## config.mk

```make
export PLATFORM = sky130hd
export DESIGN_NAME = uart_bridge_top
export DESIGN_NICKNAME = d
export VERILOG_FILES = /design/src/uart_pkg.sv /design/src/uart_cfg_if.sv /design/src/rx_frame_if.sv /design/src/uart_cfg_regs.sv /design/src/uart_tx.sv /design/src/uart_rx.sv /design/src/uart_cmd_ctrl.sv /design/src/uart_bridge_top.sv
export SDC_FILE = /design/constraint.sdc
export NUM_CORES = 1
export LEC_CHECK = 0
export ABC_CLOCK_PERIOD_IN_PS = 6100
export BUFFER_PORTS_ARGS = -buffer_cell sky130_fd_sc_hd__buf_2
export CORE_MARGIN = 2
export CORE_UTILIZATION = 40
export CTS_CLUSTER_SIZE = 16
export DETAILED_ROUTE_END_ITERATION = 10
export GPL_TIMING_DRIVEN = 1
export PLACE_DENSITY = 0.58
export SETUP_SLACK_MARGIN = 0.3
export SLEW_MARGIN = 40
export SYNTH_ARGS = -nofsm -noshare
export SYNTH_HDL_FRONTEND = slang
export SYNTH_SLANG_ARGS = --single-unit
```

## constraint.sdc

```tcl
create_clock -name clk -period 6.1 [get_ports clk]
set_input_delay 0.305 -clock clk [delete_from_list [all_inputs] [get_ports clk]]
set_output_delay 0.305 -clock clk [all_outputs]
set_load 0.1 [all_outputs]
```

## src/uart_pkg.sv

```systemverilog
package uart_pkg;

  localparam int CMD_W  = 16;
  localparam int BYTE_W = 8;
  localparam int DIV_W  = 16;
  localparam int FMT_W  = 3;

  // longest frame: start, 8 data, parity, 2 stop
  localparam int FRAME_MAX_BITS = 12;

  typedef logic [CMD_W-1:0]  cmd_t;
  typedef logic [BYTE_W-1:0] byte_t;
  typedef logic [DIV_W-1:0]  div_t;
  typedef logic              cfg_addr_t;

  // write flag, sent as the msb of the address byte
  localparam int CMD_WR_BIT = CMD_W - 1;

  // configuration register map
  localparam cfg_addr_t CFG_DIV_ADDR = 1'b0;
  localparam cfg_addr_t CFG_FMT_ADDR = 1'b1;

  // format register bits
  localparam int FMT_PAR_EN_BIT   = 0;
  localparam int FMT_PAR_ODD_BIT  = 1;
  localparam int FMT_TWO_STOP_BIT = 2;

  // 115200 baud at 50 MHz
  localparam div_t DEFAULT_DIV = 16'd434;
  localparam div_t MIN_DIV     = 16'd4;

  // odd parity, one stop bit
  localparam logic [FMT_W-1:0] DEFAULT_FMT = 3'b011;

endpackage

```

## src/uart_cfg_if.sv

```systemverilog
`timescale 1ns/1ns

interface uart_cfg_if import uart_pkg::*; ();

  div_t div;
  logic parity_en;
  logic parity_odd;
  logic two_stop;

  modport src (
    output div, parity_en, parity_odd, two_stop
  );

  modport snk (
    input div, parity_en, parity_odd, two_stop
  );

endinterface

```

## src/rx_frame_if.sv

```systemverilog
`timescale 1ns/1ns

interface rx_frame_if import uart_pkg::*; ();

  logic  vld;
  byte_t data;
  logic  parity_err;
  logic  stop_err;

  modport src (
    output vld, data, parity_err, stop_err
  );

  modport snk (
    input vld, data, parity_err, stop_err
  );

endinterface

```

## src/uart_cfg_regs.sv

```systemverilog
`timescale 1ns/1ns

module uart_cfg_regs import uart_pkg::*; (
  input  logic      clk,
  input  logic      rst_n,
  input  logic      cfg_wr,
  input  cfg_addr_t cfg_addr,
  input  div_t      cfg_wdata,
  output div_t      cfg_rdata,
  uart_cfg_if.src   cfg
);

  div_t             div_q;
  logic [FMT_W-1:0] fmt_q;

  always_ff @(posedge clk or negedge rst_n) begin
    if (!rst_n) begin
      div_q <= DEFAULT_DIV;
      fmt_q <= DEFAULT_FMT;
    end else if (cfg_wr) begin
      case (cfg_addr)
        // too short a period is stored as the minimum
        CFG_DIV_ADDR: div_q <= (cfg_wdata < MIN_DIV) ? MIN_DIV : cfg_wdata;
        CFG_FMT_ADDR: fmt_q <= cfg_wdata[FMT_W-1:0];
      endcase
    end
  end

  always_comb begin
    cfg_rdata = '0;
    case (cfg_addr)
      CFG_DIV_ADDR: cfg_rdata = div_q;
      CFG_FMT_ADDR: cfg_rdata = div_t'(fmt_q);
    endcase
  end

  assign cfg.div        = div_q;
  assign cfg.parity_en  = fmt_q[FMT_PAR_EN_BIT];
  assign cfg.parity_odd = fmt_q[FMT_PAR_ODD_BIT];
  assign cfg.two_stop   = fmt_q[FMT_TWO_STOP_BIT];

endmodule

```

## src/uart_tx.sv

```systemverilog
`timescale 1ns/1ns

module uart_tx import uart_pkg::*; (
  input  logic    clk,
  input  logic    rst_n,
  input  logic    tx_req,
  input  byte_t   tx_byte,
  output logic    tx_busy,
  output logic    tx,
  uart_cfg_if.snk cfg
);

  logic [FRAME_MAX_BITS-1:0] frame_d;
  logic [FRAME_MAX_BITS-1:0] shift_q;
  div_t                      div_q;
  div_t                      cnt_q;
  logic [3:0]                bit_idx_q;
  logic [3:0]                last_idx_q;
  logic                      parity_bit;
  logic                      start;
  logic                      bit_end;

  // even parity, inverted for odd
  assign parity_bit = (^tx_byte) ^ cfg.parity_odd;

  always_comb begin
    frame_d      = '1;
    frame_d[0]   = 1'b0;
    frame_d[8:1] = tx_byte;
    if (cfg.parity_en) begin
      frame_d[9] = parity_bit;
    end
  end

  assign start   = tx_req && !tx_busy;
  assign bit_end = (cnt_q == div_q - div_t'(1));

  always_ff @(posedge clk or negedge rst_n) begin
    if (!rst_n) begin
      tx_busy    <= 1'b0;
      tx         <= 1'b1;
      cnt_q      <= '0;
      bit_idx_q  <= '0;
      last_idx_q <= '0;
    end else if (start) begin
      tx_busy    <= 1'b1;
      tx         <= 1'b0;
      cnt_q      <= '0;
      bit_idx_q  <= '0;
      last_idx_q <= 4'd9 + {3'b000, cfg.parity_en} + {3'b000, cfg.two_stop};
    end else if (tx_busy) begin
      if (bit_end) begin
        cnt_q <= '0;
        if (bit_idx_q == last_idx_q) begin
          // last stop period done, back to idle
          tx_busy <= 1'b0;
          tx      <= 1'b1;
        end else begin
          bit_idx_q <= bit_idx_q + 4'd1;
          tx        <= shift_q[1];
        end
      end else begin
        cnt_q <= cnt_q + div_t'(1);
      end
    end
  end

  // frame and period held for the whole frame
  always_ff @(posedge clk) begin
    if (start) begin
      shift_q <= frame_d;
      div_q   <= cfg.div;
    end else if (tx_busy && bit_end) begin
      shift_q <= {1'b1, shift_q[FRAME_MAX_BITS-1:1]};
    end
  end

endmodule

```

## src/uart_rx.sv

```systemverilog
`timescale 1ns/1ns

module uart_rx import uart_pkg::*; (
  input  logic    clk,
  input  logic    rst_n,
  input  logic    rx,
  rx_frame_if.src frame,
  uart_cfg_if.snk cfg
);

  logic       rx_meta;
  logic       rx_sync;
  logic       rx_prev;
  logic       busy_q;
  div_t       cnt_q;
  logic [3:0] bit_idx_q;
  byte_t      data_q;
  logic       par_err_q;
  logic       stop_err_q;
  logic       vld_q;
  logic       start_edge;
  logic       mid_bit;
  logic       bit_end;
  logic       in_data;
  logic [3:0] stop_idx;

  always_ff @(posedge clk or negedge rst_n) begin
    if (!rst_n) begin
      rx_meta <= 1'b1;
      rx_sync <= 1'b1;
      rx_prev <= 1'b1;
    end else begin
      rx_meta <= rx;
      rx_sync <= rx_meta;
      rx_prev <= rx_sync;
    end
  end

  assign start_edge = rx_prev && !rx_sync && !busy_q;
  assign mid_bit    = (cnt_q == (cfg.div >> 1));
  assign bit_end    = (cnt_q == cfg.div - div_t'(1));
  assign in_data    = (bit_idx_q >= 4'd1) && (bit_idx_q <= 4'd8);
  // only the first stop bit is checked
  assign stop_idx   = cfg.parity_en ? 4'd10 : 4'd9;

  always_ff @(posedge clk or negedge rst_n) begin
    if (!rst_n) begin
      busy_q    <= 1'b0;
      cnt_q     <= '0;
      bit_idx_q <= '0;
      vld_q     <= 1'b0;
    end else begin
      vld_q <= 1'b0;
      if (start_edge) begin
        busy_q    <= 1'b1;
        cnt_q     <= '0;
        bit_idx_q <= '0;
      end else if (busy_q) begin
        if (bit_end) begin
          cnt_q     <= '0;
          bit_idx_q <= bit_idx_q + 4'd1;
        end else begin
          cnt_q <= cnt_q + div_t'(1);
        end
        if (mid_bit) begin
          if (bit_idx_q == 4'd0 && rx_sync) begin
            // glitch, start bit not low at mid-period
            busy_q <= 1'b0;
          end else if (bit_idx_q == stop_idx) begin
            busy_q <= 1'b0;
            vld_q  <= 1'b1;
          end
        end
      end
    end
  end

  always_ff @(posedge clk) begin
    if (start_edge) begin
      par_err_q <= 1'b0;
    end else if (busy_q && mid_bit) begin
      if (in_data) begin
        data_q <= {rx_sync, data_q[BYTE_W-1:1]};
      end else if (cfg.parity_en && bit_idx_q == 4'd9) begin
        par_err_q <= rx_sync ^ (^data_q) ^ cfg.parity_odd;
      end else if (bit_idx_q == stop_idx) begin
        stop_err_q <= !rx_sync;
      end
    end
  end

  assign frame.vld        = vld_q;
  assign frame.data       = data_q;
  assign frame.parity_err = par_err_q;
  assign frame.stop_err   = stop_err_q;

endmodule

```

## src/uart_cmd_ctrl.sv

```systemverilog
`timescale 1ns/1ns

module uart_cmd_ctrl import uart_pkg::*; (
  input  logic    clk,
  input  logic    rst_n,
  input  logic    cmd_vld,
  input  cmd_t    cmd_in,
  input  logic    tx_busy,
  output logic    cmd_rdy,
  output logic    tx_req,
  output byte_t   tx_byte,
  output logic    read_vld,
  output byte_t   read_data,
  output logic    read_err,
  rx_frame_if.snk frame
);

  typedef enum logic [2:0] {
    ST_IDLE,
    ST_ADDR,
    ST_DATA,
    ST_WR_WAIT,
    ST_RD_TX,
    ST_RD_RSP
  } state_t;

  state_t state_q;
  cmd_t   cmd_q;
  logic   is_write;

  assign is_write = cmd_q[CMD_WR_BIT];

  always_ff @(posedge clk or negedge rst_n) begin
    if (!rst_n) begin
      state_q  <= ST_IDLE;
      read_vld <= 1'b0;
      read_err <= 1'b0;
    end else begin
      read_vld <= 1'b0;
      case (state_q)
        ST_IDLE: if (cmd_vld) state_q <= ST_ADDR;
        ST_ADDR: begin
          if (!tx_busy) begin
            state_q <= is_write ? ST_DATA : ST_RD_TX;
          end
        end
        ST_DATA: if (!tx_busy) state_q <= ST_WR_WAIT;
        ST_WR_WAIT: if (!tx_busy) state_q <= ST_IDLE;
        // frames seen while the address is still going out are dropped
        ST_RD_TX: if (!tx_busy) state_q <= ST_RD_RSP;
        ST_RD_RSP: begin
          if (frame.vld) begin
            state_q  <= ST_IDLE;
            read_vld <= 1'b1;
            read_err <= frame.parity_err || frame.stop_err;
          end
        end
        default: state_q <= ST_IDLE;
      endcase
    end
  end

  always_ff @(posedge clk) begin
    if (state_q == ST_IDLE && cmd_vld) begin
      cmd_q <= cmd_in;
    end
    if (state_q == ST_RD_RSP && frame.vld) begin
      read_data <= frame.data;
    end
  end

  assign cmd_rdy = (state_q == ST_IDLE);
  assign tx_req  = (state_q == ST_ADDR) || (state_q == ST_DATA);
  // address byte carries the write flag in its msb
  assign tx_byte = (state_q == ST_DATA) ? cmd_q[BYTE_W-1:0] : cmd_q[CMD_W-1:BYTE_W];

endmodule

```

## src/uart_bridge_top.sv

```systemverilog
`timescale 1ns/1ns

module uart_bridge_top import uart_pkg::*; (
  input  logic      clk,
  input  logic      rst_n,
  input  logic      cmd_vld,
  input  cmd_t      cmd_in,
  input  logic      cfg_wr,
  input  cfg_addr_t cfg_addr,
  input  div_t      cfg_wdata,
  input  logic      rx,
  output logic      cmd_rdy,
  output logic      read_vld,
  output byte_t     read_data,
  output logic      read_err,
  output div_t      cfg_rdata,
  output logic      tx
);

  logic  tx_req;
  byte_t tx_byte;
  logic  tx_busy;

  uart_cfg_if cfg_if ();
  rx_frame_if rx_if ();

  uart_cfg_regs u_cfg_regs (
    .clk       (clk),
    .rst_n     (rst_n),
    .cfg_wr    (cfg_wr),
    .cfg_addr  (cfg_addr),
    .cfg_wdata (cfg_wdata),
    .cfg_rdata (cfg_rdata),
    .cfg       (cfg_if.src)
  );

  uart_tx u_tx (
    .clk     (clk),
    .rst_n   (rst_n),
    .tx_req  (tx_req),
    .tx_byte (tx_byte),
    .tx_busy (tx_busy),
    .tx      (tx),
    .cfg     (cfg_if.snk)
  );

  uart_rx u_rx (
    .clk   (clk),
    .rst_n (rst_n),
    .rx    (rx),
    .frame (rx_if.src),
    .cfg   (cfg_if.snk)
  );

  uart_cmd_ctrl u_cmd_ctrl (
    .clk       (clk),
    .rst_n     (rst_n),
    .cmd_vld   (cmd_vld),
    .cmd_in    (cmd_in),
    .tx_busy   (tx_busy),
    .cmd_rdy   (cmd_rdy),
    .tx_req    (tx_req),
    .tx_byte   (tx_byte),
    .read_vld  (read_vld),
    .read_data (read_data),
    .read_err  (read_err),
    .frame     (rx_if.snk)
  );

endmodule

```

==> results of run 1 <==
==> per-layer routing <==
metal  vias up  wire length, um  share of wire (%)  GRT usage (%)
met3        30              585                3.4           4.02
met2       119             8490                 49           30.9
met1      2644             7610                 44           23.7
li1       2586                -                  -              -
met5         -                0                  0              0
met4         0              466                2.7           8.11
==> placed cells by master (no fill, tap or decap), types with 5 or more instances in the layout <==
cell type   n
nor3b_1     6
nor4_1     11
o2bb2ai_1   8
a21oi_1    18
nor3_1     13
nand2_1    38
nor2_1     67
nor2b_1    16
or4_1       5
mux2i_1    14
edfxtp_1   58
dfrtp_1    63
and3_1      7
ha_1        9
xnor2_1    48
or3_1       5
a211oi_1    5
o21ai_0    28
clkbuf_16  17
o211ai_1    5
inv_1      26
and2_1      5
nand3b_1    5
nand4_1    29
nand3_1    21
dfstp_2    11
inv_6       5
xor2_1     54
mux2_2     16
nand2b_1    7
buf_2      64
==> worst max-delay path, cell delays in order (launching register included) <==
cell and delay [ns]:
edfxtp_1 0.48, inv_1 0.10, ha_1 0.22, or3b_1 0.50
or3_1 0.38, a211oi_2 0.27, o211ai_1 0.15, or4b_1 0.72
a21oi_4 0.60
==> report_power, final <==
part	total (W)	internal [W]	switching (W)
Sequential	0.00116	0.00101	0.000148
Clock	0.00107	0.000654	0.000416
Combinational	0.000429	0.000173	0.000256
Total	0.00266	0.00184	0.000819
==> cells by family (layout without fill, tap and decap cells) <==
logic type,after synthesis,count (layout),synth area share [%]
multiplexers,30,30,4.44
adder cells (fa/ha/maj),9,9,1.56
AND/OR/NAND/NOR,255,255,18.9
flip-flops,133,133,50.3
AO/OA/AOI/OAI,94,94,8.71
XOR/XNOR,103,103,12.7
buffers and inverters,63,128,3.45
==> state kept, by name, indices dropped and copies added (netlist names), 4 cells and up <==
register and flops:
u_rx.bit_idx_q 4, u_tx.cnt_q 16, u_tx.div_q 16, u_tx.shift_q 9, u_cmd_ctrl.cmd_q 16, u_cfg_regs.cfg.div 16, u_rx.cnt_q 16, u_rx.frame.data 8
u_cmd_ctrl.read_data 8, u_tx.bit_idx_q 4
==> timing repair <==
action                                  4_1_cts  5_1_grt
endpoints found under the setup margin        0        0
endpoints found under the hold margin        64        0
gates resized for setup                       0        0
hold buffers                                  2        0
==> final cells by class <==
class / count / area share, %
timing repair buffer: 70 / 4.46
clock buffer: 17 / 5.08
tap: 229 / 3.42
multi-input combinational: 491 / 40.3
inverter: 26 / 1.16
clock inverter: 15 / 2.30
sequential: 133 / 43.3
==> metrics by stage <==
stage          hold WS [ns]  total power [W]
2_1_floorplan       0.00941          0.00147
3_3_place_gp          0.348          0.00159
3_5_place_dp          0.348          0.00160
4_1_cts              0.0414          0.00268
5_1_grt              0.0382          0.00278
6_report             0.0627          0.00266
==> worst paths after layout <==
path	from	end	slack (ns)	cells after the start
worst max-delay path	u_tx.div_q[0]	u_tx.shift_q[2]	2.30	8
worst min-delay path	cmd_in[7]	u_cmd_ctrl.cmd_q[7]	0.06	1
worst max register to register	u_tx.div_q[0]	u_tx.shift_q[2]	2.30	8
worst min register to register	u_rx.rx_meta	u_rx.rx_sync	0.36	0
max in group asynchronous	rst_n	u_tx.bit_idx_q[2]	5.09	2
min in group asynchronous	rst_n	u_cfg_regs.cfg.div[10]	0.45	2
==> metrics.md, run 1 <==
| Metric | Value |
|---|---|
| Status | `finished, final reports clean` |
| Level count of the clock H-tree | `4` |
| Site row count | `49` |
| Worst Setup End Kind | `flop` |
| Number of placed instances, taps included | `947` |
| Final core utilization | `47.0%` |
| Syn Inst Count | `687` |
| Critical Path Start Type | `flop` |
| Syn_nets | `734` |
| Most used standard cell by instance count after synthesis | `nor2_1` |
| Final Critical Period | `3.80 ns` |
| Post-CTS Setup Inserts | `0` |
| Part of the Yosys area used for sequential elements | `50.3%` |
| Avg Cell Area, Syn | `10.5 um^2` |
| Buffers added on ports | `65` |
| Fraction of final layout cells sized beyond drive strength 1 | `18.4%` |
| Worst EP required | `6.15 ns` |
| Class of the most critical setup path | `reg2reg` |
| TritonCTS clock tree | `done` |
| Prevailing post-synth register cell | `dfrtp_1` |
| Share of the synthesized area in the top cell type | `24.1%` |
| CORE AREA | `17800 um^2` |
| Slew of the pin with the lowest slew margin | `0.760 ns` |
| Post-route clock skew | `0.0118 ns` |
| Largest area contributor in the synthesized netlist | `edfxtp_1` |
| Global placer's final weighted congestion | `0.885` |
| ANT nets after route | `0` |
| Fmax | `0.263 GHz` |
| Hold Vio Cnt, Final | `0` |
| Overall routed net length | `17200 um` |
| DRC Markers | `0` |
| Arrival time at the worst endpoint | `3.85 ns` |
| Placed wire-length estimate | `12400 um` |
| Count of maximum capacitance violations | `0` |
| Number of DRC violations after detailed-routing iteration 0 | `325` |
| Via count of the first global-routing pass | `5490` |
| Leakage | `3.30 nW` |
| GRT Total Usage | `18.7%` |
| Drt first pass iters | `5` |
| Final worst setup slack | `2.30 ns` |
| Final setup vio count | `0` |
| Worst-path maximum fanout | `22` |
| Average detailed-routed wire length per instance | `17.5 um` |
| Power per Cell Area | `317 nW/um^2` |
| Flop and latch count out of synthesis | `133` |
| Diode count | `0` |
| Number of enable-type register cells in the synthesized netlist | `58` |
| Placed standard-cell area | `7740 um^2` |
| Total via count in the routed design | `5379` |
| Synth cell types | `63` |
| First-pass GRT wire length | `28400 um` |
| VDD IR max | `0.199 mV` |
| TritonCTS Sinks | `133` |
| Post-synthesis async set-or-reset flop share | `55.6%` |
| Total I/O pin count | `66` |
| Area overhead of the layout relative to synthesis | `16.2%` |
| Synth top area cells | `edfxtp_1, dfrtp_1, xor2_1` |
| Number of filler instances in the final layout | `1645` |
| Largest net degree at the start of global routing | `75` |
| Sequential cell area in the final layout | `3630 um^2` |
| Initial antenna violation count | `0` |
| Mean number of vias per cell | `5.48` |
| Post-synthesis cell area | `7210 um^2` |
| Non-filler cells in the finished layout | `981` |
| Overflow left after global routing | `0` |
| Die Width | `138 um` |
| Area of combinational cells with multiple inputs | `3380 um^2` |
| Relative slew margins | `48.9%` |
| Cell area after layout | `8380 um^2` |
| Effective utilization at floorplan | `40.4%` |
| Maximum buffer depth of the clock tree | `2` |
| Area enclosed by the die boundary | `19100 um^2` |
| Register clock-pin slew on the reported worst setup and hold paths | `0.06 ns` |
| Most numerous cell types in the synthesized netlist | `nor2_1, dfrtp_1, edfxtp_1` |
| Class of the most critical hold timing path | `in2reg` |
| Fraction of the cycle the final worst path needs | `62.3%` |
| Unrepaired setup endpoints after global routing | `false` |
| Clock buffer count from CTS | `17` |
| Clock Root Buffer | `clkbuf_16` |
| Number of nets in the layout | `786` |
| Slew Limit Fails | `0` |
| Setup total negative slack | `0 ns` |
| Number of warning messages in the yosys log | `0` |
| Clock insertion delay at the later pin of the skew report | `0.42 ns` |
| Floorplan die height | `138 um` |
| Worst slack, placed | `2.31 ns` |
No activity file was read; power rests on OpenSTA's default activity.
==> run 2, diff against run 1 <==
Settings changed: ABC_AREA from default to 1, ABC_CLOCK_PERIOD_IN_PS 6100 to 3150, PLACE_DENSITY 0.58 to 0.6.
Clock period 6.1 ns to 3.15 ns, I/O delays scaled along.
==> run 2 against run 1 <==
Effect of this change: synthesized cell count increased by 46%; wire length increased by 15%; utilization increased by 1.6 points; sequential cell count unchanged; maximum frequency increased by 56%; non-clock buffer count increased by 35; clock power increased by 100%; clock-buffer cell count increased by 2; cell area increased by 12%.
==> metrics.md, run 2 <==
| Metric | Value |
|---|---|
| TritonCTS Sinks | `133 (unchanged)` |
| Clock Root Buffer | `clkbuf_16` |
| Class of the most critical setup path | `reg2reg` |
| Synth cell types | `36 (-43%)` |
| Syn Inst Count | `1004 (+46%)` |
| Power per Cell Area | `656 nW/um^2 (+110%)` |
| Post-synthesis cell area | `7820 um^2 (+8.4%)` |
| Main combinational cell family by area after synthesis | `simple AND/OR/NAND/NOR gates` |
| Fraction of the cycle the final worst path needs | `77.6% (+15 points)` |
| Most used cells in the layout excluding fill and tap cells | `nand2_1, inv_1, nor2_1, nand3_1, buf_2` |
| Fraction of final layout cells sized beyond drive strength 1 | `13.4% (-5.0 points)` |
| Slew Limit Fails | `0 (unchanged)` |
| Post-cts resize count | `0 (unchanged)` |
| Global placer's final weighted congestion | `0.931 (+5.2%)` |
| Register clock-pin slew on the reported worst setup and hold paths | `0.06 ns (about the same)` |
| Largest net degree at the start of global routing | `75 (unchanged)` |
| Most used standard cell by instance count after synthesis | `nand2_1` |
| Part of the Yosys area used for sequential elements | `46.4% (-3.9 points)` |
| Slew of the pin with the lowest slew margin | `0.709 ns (-0.0511 ns)` |
| Combinational Power Share | `26.2% (+10 points)` |
| Final Critical Period | `2.44 ns (-1.36 ns)` |
| Hold Vio Cnt, Final | `0 (unchanged)` |
| Switching Power | `0.00215 W (+160%)` |
| Drt first pass iters | `5 (unchanged)` |
| Prevailing post-synth register cell | `dfrtp_1` |
| Overall routed net length | `19700 um (+15%)` |
| DRC Markers | `0 (unchanged)` |
| Number of warning messages in the yosys log | `0 (unchanged)` |
| Number of enable-type register cells in the synthesized netlist | `58 (unchanged)` |
| Floorplan die height | `144 um (+4.0%)` |
| Syn_nets | `1051 (+43%)` |
| First-pass GRT wire length | `32300 um (+14%)` |
| Area overhead of the layout relative to synthesis | `20.1%` |
| Clock network fraction of total power | `35.3% (-5.0 points)` |
| Effective utilization at floorplan | `40.5% (about the same)` |
| Final core utilization | `48.6% (+1.6 points)` |
| Worst Hold Slack | `0.0214 ns (-0.0413 ns)` |
| Number of nets in the layout | `1148 (+46%)` |
| Avg Cell Area, Syn | `7.79 um^2 (-26%)` |
| Placed wire-length estimate | `14500 um (+17%)` |
| Maximum buffer depth of the clock tree | `2 (unchanged)` |
| Setup total negative slack | `0 ns (unchanged)` |
| Clock insertion delay at the later pin of the skew report | `0.42 ns (about the same)` |
| Area enclosed by the die boundary | `20700 um^2 (+8.2%)` |
| Status | `finished, final reports clean` |
| Compound-gate portion of the synthesized area | `5.60% (-3.1 points)` |
| Worst Setup End Kind | `flop` |
| Simple-gate share of the synthesized area | `31.9% (+13 points)` |
| Switching Fraction | `34.8% (+4.0 points)` |
| VDD IR max | `0.406 mV (+100%)` |
| Critical Path Start Type | `flop` |
| TritonCTS clock tree | `done` |
| Fmax | `0.409 GHz (+56%)` |
| Synth Area in Adders | `1.44% (-0.12 points)` |
| GRT Total Usage | `20.4% (+1.7 points)` |
| Total via count in the routed design | `6702 (+25%)` |
| Average detailed-routed wire length per instance | `14.3 um (-18%)` |
| Unrepaired setup endpoints after global routing | `false` |
| Number of DRC violations after detailed-routing iteration 0 | `402 (+24%)` |
| Synth top area cells | `edfxtp_1, dfrtp_1, nand2_1` |
| Level count of the clock H-tree | `4 (unchanged)` |
| Arrival time at the worst endpoint | `2.76 ns (-1.09 ns)` |
| Flop and latch count out of synthesis | `133 (unchanged)` |
| Share of the synthesized area in the top cell type | `22.3% (-1.9 points)` |
| Buffers added on ports | `65 (unchanged)` |
| Diode count | `0 (unchanged)` |
| Reg power frac | `38.5% (-5.0 points)` |
| Via count of the first global-routing pass | `6211 (+13%)` |
| Most numerous cell types in the synthesized netlist | `nand2_1, inv_1, nor2_1` |
| Multiplexer area fraction after synthesis | `0% (-4.4 points)` |
| Largest area contributor in the synthesized netlist | `edfxtp_1` |
| Relative slew margins | `52.7% (+3.8 points)` |
| Site row count | `51 (+4.1%)` |
| Count of maximum capacitance violations | `0 (unchanged)` |
| Final setup vio count | `0 (unchanged)` |
| Post-synthesis share of cell area spent on xor and xnor gates | `7.34% (-5.4 points)` |
| Commonest non-fill, non-tap cell in the layout | `nand2_1` |
| Post-synthesis async set-or-reset flop share | `55.6% (unchanged)` |
| Die Width | `144 um (+4.0%)` |
| Post-route clock skew | `0.00898 ns (-0.00286 ns)` |
| Clock buffer count from CTS | `17 (unchanged)` |
| Overflow left after global routing | `0 (unchanged)` |
| ANT nets after route | `0 (unchanged)` |
| Leakage | `4.38 nW (+33%)` |
| Total I/O pin count | `66 (unchanged)` |
| Worst-path maximum fanout | `14 (-36%)` |
| Internal Pwr Total | `0.00402 W (+120%)` |
| Initial antenna violation count | `0 (unchanged)` |
| Class of the most critical hold timing path | `in2reg` |
| Worst EP required | `3.46 ns (-2.69 ns)` |
| CORE AREA | `19300 um^2 (+8.4%)` |
| Mean number of vias per cell | `4.86 (-11%)` |
## run 2: changes by cell type after synthesis, moves of 16 or more
cell	change
xnor2_1	-23
nor2b_1	-16
inv_1	+94
nand3_1	+71
nand2_1	+238
clkbuf_1	-17
o21ai_0	+33
mux2_2	-16
nor2_1	+51
xor2_1	-16
## run 2: critical path, stage by stage (launching register included)
cell and delay [ns]:
dfstp_2 0.57, inv_1 0.12, ha_1 0.25, xnor2_1 0.22, xor2_1 0.22, nand4_1 0.12
nand3b_1 0.27, nor2_4 0.38, nor2_1 0.07, nand2_1 0.07, nand2_1 0.05
## run 2: per-stage QoR
stage	power, W	setup slack (ns)	instance area, um^2	instances
2_1_floorplan	0.00354	0.367	7820	1004
3_3_place_gp	0.00395	0.742	8420	1314
3_5_place_dp	0.00398	0.686	8420	1314
4_1_cts	0.00620	0.678	9390	1379
5_1_grt	0.00653	0.388	9400	1379
6_report	0.00617	0.706	9400	1379
## run 2: final cells by class
type / instances / area [um^2]
Clock inverter: 13 / 206
Clock buffer: 19 / 433
Timing Repair Buffer: 105 / 714
Sequential cell: 133 / 3630
Fill cell: 1911 / 9940
Inverter: 121 / 454
Multi-Input combinational cell: 723 / 3630
Tap cell: 265 / 332
## run 2: final timing paths
kind,from,endpoint,slack [ns],cells after the start
min in group asynchronous,rst_n,u_rx.cnt_q[12],0.33,2
worst max-delay path,u_cfg_regs.cfg.div[1],u_rx.cnt_q[4],0.71,10
worst min register to register,u_rx.rx_meta,u_rx.rx_sync,0.35,0
max in group asynchronous,rst_n,u_tx.tx_busy,2.28,2
worst min-delay path,cfg_wdata[2],u_cfg_regs.cfg.div[2],0.02,3
worst max register to register,u_cfg_regs.cfg.div[1],u_rx.cnt_q[4],0.71,10
## run 2: cell families (layout without fill, tap and decap cells)
| logic type | Yosys count | in the layout |
|---|---|---|
| xor gates and xnor gates | 64 | 64 |
| buffers and inverters | 148 | 258 |
| and+or+nand+nor | 567 | 567 |
| adders and majority gates | 9 | 9 |
| DFF | 133 | 133 |
| AOI/OAI and AO/OA | 83 | 83 |
## run 2: metal layers
| layer | up-vias | GRT usage, % | wire length, um |
|---|---|---|---|
| met3 | 26 | 3.73 | 719 |
| met5 | - | 0 | 0 |
| met2 | 164 | 32.3 | 9110 |
| met1 | 3080 | 28.0 | 9530 |
| li1 | 3432 | - | - |
| met4 | 0 | 7.22 | 388 |
## run 2: what timing repair did
action	in CTS	in global routing
endpoints found under the hold margin	97	0
buffers inserted	0	0
hold buffers	33	0
setup endpoints to repair	0	0
## run 2: power groups by stage
stage                     Combinational (W)  Clock [W]  Sequential, W
after floorplan                     0.00129          0        0.00224
after global placement              0.00155          0        0.00240
after detailed placement            0.00158          0        0.00240
after CTS                           0.00162    0.00221        0.00237
after global routing                0.00182    0.00230        0.00241
final                               0.00162    0.00218        0.00238
==> run 3, diff against run 2 <==
Settings changed: ABC_CLOCK_PERIOD_IN_PS 3150 to 2300, PLACE_DENSITY 0.6 to 0.58.
Clock period 3.15 ns to 2.3 ns, I/O delays scaled along.
==> run 3 against run 2 <==
Effect of this change: clock power rose by 28%; clock-buffer cell count fell by 2; first-iteration DRC count up 6.5%; non-clock buffer count up 72; combinational power grew 78%; maximum frequency increased by 8.1%; critical endpoint is now u_tx.shift_q[8]; largest cell class unchanged; highest routed layer unchanged.
==> metrics.md, run 3 (same netlist as run 2, synthesis figures left out) <==
| Metric | Value |
|---|---|
| Status | `finished, final reports clean` |
| Area enclosed by the die boundary | `20700 um^2 (unchanged)` |
| Worst Setup End Kind | `flop` |
| Slew of the pin with the lowest slew margin | `0.520 ns (-0.189 ns)` |
| Clock insertion delay at the later pin of the skew report | `0.43 ns (about the same)` |
| Slowest cell on the critical path | `edfxtp_1` |
| DRC Markers | `0 (unchanged)` |
| Count of maximum capacitance violations | `0 (unchanged)` |
| Mean number of vias per cell | `4.92 (+1.2%)` |
| Maximum single-stage delay on the critical path | `0.41 ns (-0.16 ns)` |
| Placed standard-cell area | `8670 um^2 (+2.9%)` |
| Average detailed-routed wire length per instance | `15.3 um (+7.1%)` |
| Leakage | `4.92 nW (+12%)` |
| Level count of the clock H-tree | `4 (unchanged)` |
| Fraction of the cycle the final worst path needs | `98.3% (+21 points)` |
| Number of nets in the layout | `1222 (+6.4%)` |
| Number of filler instances in the final layout | `1712 (-10%)` |
| Site row count | `51 (unchanged)` |
| Worst-path maximum fanout | `6 (-8)` |
| Power per Cell Area | `834 nW/um^2 (+27%)` |
| Fraction of final layout cells sized beyond drive strength 1 | `29.3% (+16 points)` |
| Post-route clock skew | `0.0145 ns (+0.00555 ns)` |
| Overall routed net length | `22300 um (+13%)` |
| Hold Vio Cnt, Final | `0 (unchanged)` |
| ANT nets after route | `0 (unchanged)` |
| Slew Limit Fails | `0 (unchanged)` |
| Number of placed instances, taps included | `1343 (+2.2%)` |
| Final Critical Period | `2.26 ns (-0.182 ns)` |
| Class of the most critical setup path | `reg2reg` |
| Floorplan die height | `144 um (unchanged)` |
| Worst EP required | `2.44 ns (-1.02 ns)` |
| Arrival time at the worst endpoint | `2.40 ns (-0.36 ns)` |
| Final setup vio count | `0 (unchanged)` |
| Internal Pwr Total | `0.00555 W (+38%)` |
| Class of the most critical hold timing path | `in2reg` |
| Switching Fraction | `37.5% (+2.7 points)` |
| Switching Power | `0.00333 W (+55%)` |
| Drt first pass iters | `8 (+3)` |
| Number of DRC violations after detailed-routing iteration 0 | `428 (+6.5%)` |
| Critical-path cell list | `inv_2, ha_4, nand3_4, nor2_4, nand2_1, nand2_1, nand2_2, nor2_4, nand2_2, nor2_4, nand3_4, nand2_4` |
| Placed wire-length estimate | `15200 um (+4.9%)` |
| Clock Root Buffer | `clkbuf_16` |
| Register clock-pin slew on the reported worst setup and hold paths | `0.06 ns (about the same)` |
| Effective utilization at floorplan | `40.5% (unchanged)` |
| TritonCTS Sinks | `133 (unchanged)` |
| Area overhead of the layout relative to synthesis | `36.2%` |
| Cell type with the highest occurrence count on the critical path | `nor2_4` |
| GRT Total Usage | `22.1% (+1.7 points)` |
| CORE AREA | `19300 um^2 (unchanged)` |
| Overflow left after global routing | `0 (unchanged)` |
| Most used cells in the layout excluding fill and tap cells | `nand2_1, inv_1, nor2_1, nand3_1` |
| First-pass GRT wire length | `35400 um (+9.7%)` |
| Diode count | `0 (unchanged)` |
| Relative slew margins | `65.3% (+13 points)` |
| Die Width | `144 um (unchanged)` |
| Maximum buffer depth of the clock tree | `2 (unchanged)` |
| Non-filler cells in the finished layout | `1453 (+5.4%)` |
| Cell area after layout | `10700 um^2 (+13%)` |
| VDD IR max | `0.500 mV (+23%)` |
| Initial antenna violation count | `0 (unchanged)` |
| Via count of the first global-routing pass | `6919 (+11%)` |
| Total I/O pin count | `66 (unchanged)` |
| Largest net degree at the start of global routing | `39 (-48%)` |
| Reg power frac | `35.9% (-2.6 points)` |
| Setup total negative slack | `0 ns (unchanged)` |
| Fmax | `0.442 GHz (+8.1%)` |
| Commonest non-fill, non-tap cell in the layout | `nand2_1` |
| TritonCTS clock tree | `done` |
| Critical Path Start Type | `flop` |
| Total via count in the routed design | `7144 (+6.6%)` |
| Worst Hold Slack | `0.0496 ns (+0.0281 ns)` |
| Unrepaired setup endpoints after global routing | `true` |
| Clock buffer count from CTS | `17 (unchanged)` |
| Global placer's final weighted congestion | `0.946 (+1.6%)` |
| Buffers added on ports | `65 (unchanged)` |
| Clock network fraction of total power | `31.6% (-3.7 points)` |
| Combinational Power Share | `32.5% (+6.3 points)` |
[run 3: layout make-up]
class / instances / area, um^2 / area share [%]
clock inverter: 15 / 170 / 1.60
sequential: 133 / 3630 / 34.1
multi-input combinational: 725 / 4250 / 39.9
clock buffer: 17 / 425 / 3.99
inverter: 121 / 465 / 4.37
timing repair buffer: 177 / 1380 / 12.9
tap: 265 / 332 / 3.11
[run 3: power groups by stage]
stage | combinational [W] | sequential, W | clock [W]
after floorplan | 0.00178 | 0.00307 | 0
after global placement | 0.00233 | 0.00320 | 0
after detailed placement | 0.00236 | 0.00320 | 0
after CTS | 0.00260 | 0.00317 | 0.00284
after global routing | 0.00321 | 0.00322 | 0.00294
final | 0.00289 | 0.00319 | 0.00280
[run 3: worst paths after layout]
path / startpoint / endpoint / slack [ns] / depth (start not counted)
max in group asynchronous: rst_n / u_rx.rx_meta / 1.44 / 3
worst max register to register: u_tx.div_q[0] / u_tx.shift_q[8] / 0.04 / 12
min in group asynchronous: rst_n / u_tx.tx_busy / 0.20 / 2
worst min-delay path: cfg_wr / u_cfg_regs.fmt_q[1] / 0.05 / 3
worst min register to register: u_rx.rx_meta / u_rx.rx_sync / 0.36 / 0
worst max-delay path: u_tx.div_q[0] / u_tx.shift_q[8] / 0.04 / 12
[run 3: layer usage]
| layer | up-vias | GRT usage (%) | wire [um] | share of wire (%) |
|---|---|---|---|---|
| li1 | 3580 | - | - | - |
| met1 | 3349 | 29.5 | 10300 | 46 |
| met2 | 176 | 36.5 | 10600 | 48 |
| met3 | 39 | 3.70 | 796 | 3.6 |
| met4 | 0 | 7.22 | 511 | 2.3 |
| met5 | - | 0 | 0 | 0 |
[run 3: critical path: cells and delay by family (launching register included)]
kind / cells / cell delay (ns)
adder cells (fa/ha/maj): 1 / 0.18
buffers and inverters: 1 / 0.15
flip-flops: 1 / 0.41
AND/OR/NAND/NOR: 10 / 1.24
[run 3: what timing repair did]
action,in CTS,in global routing
setup endpoints to repair,68,69
gates cloned,2,1
hold endpoints to repair,63,0
resized for setup,75,119
hold buffers,34,0
setup buffers,21,20
pin swaps,38,37
[run 3: stage by stage]
step	util, %	total power, W	worst slack, ns
after CTS	52.1	0.00861	0.200
after global routing	55.1	0.00938	-0.0149
after detailed placement	44.8	0.00556	0.0611
after global placement	44.8	0.00553	0.108
after floorplan	-	0.00486	0.139
final	55.1	0.00889	0.0383
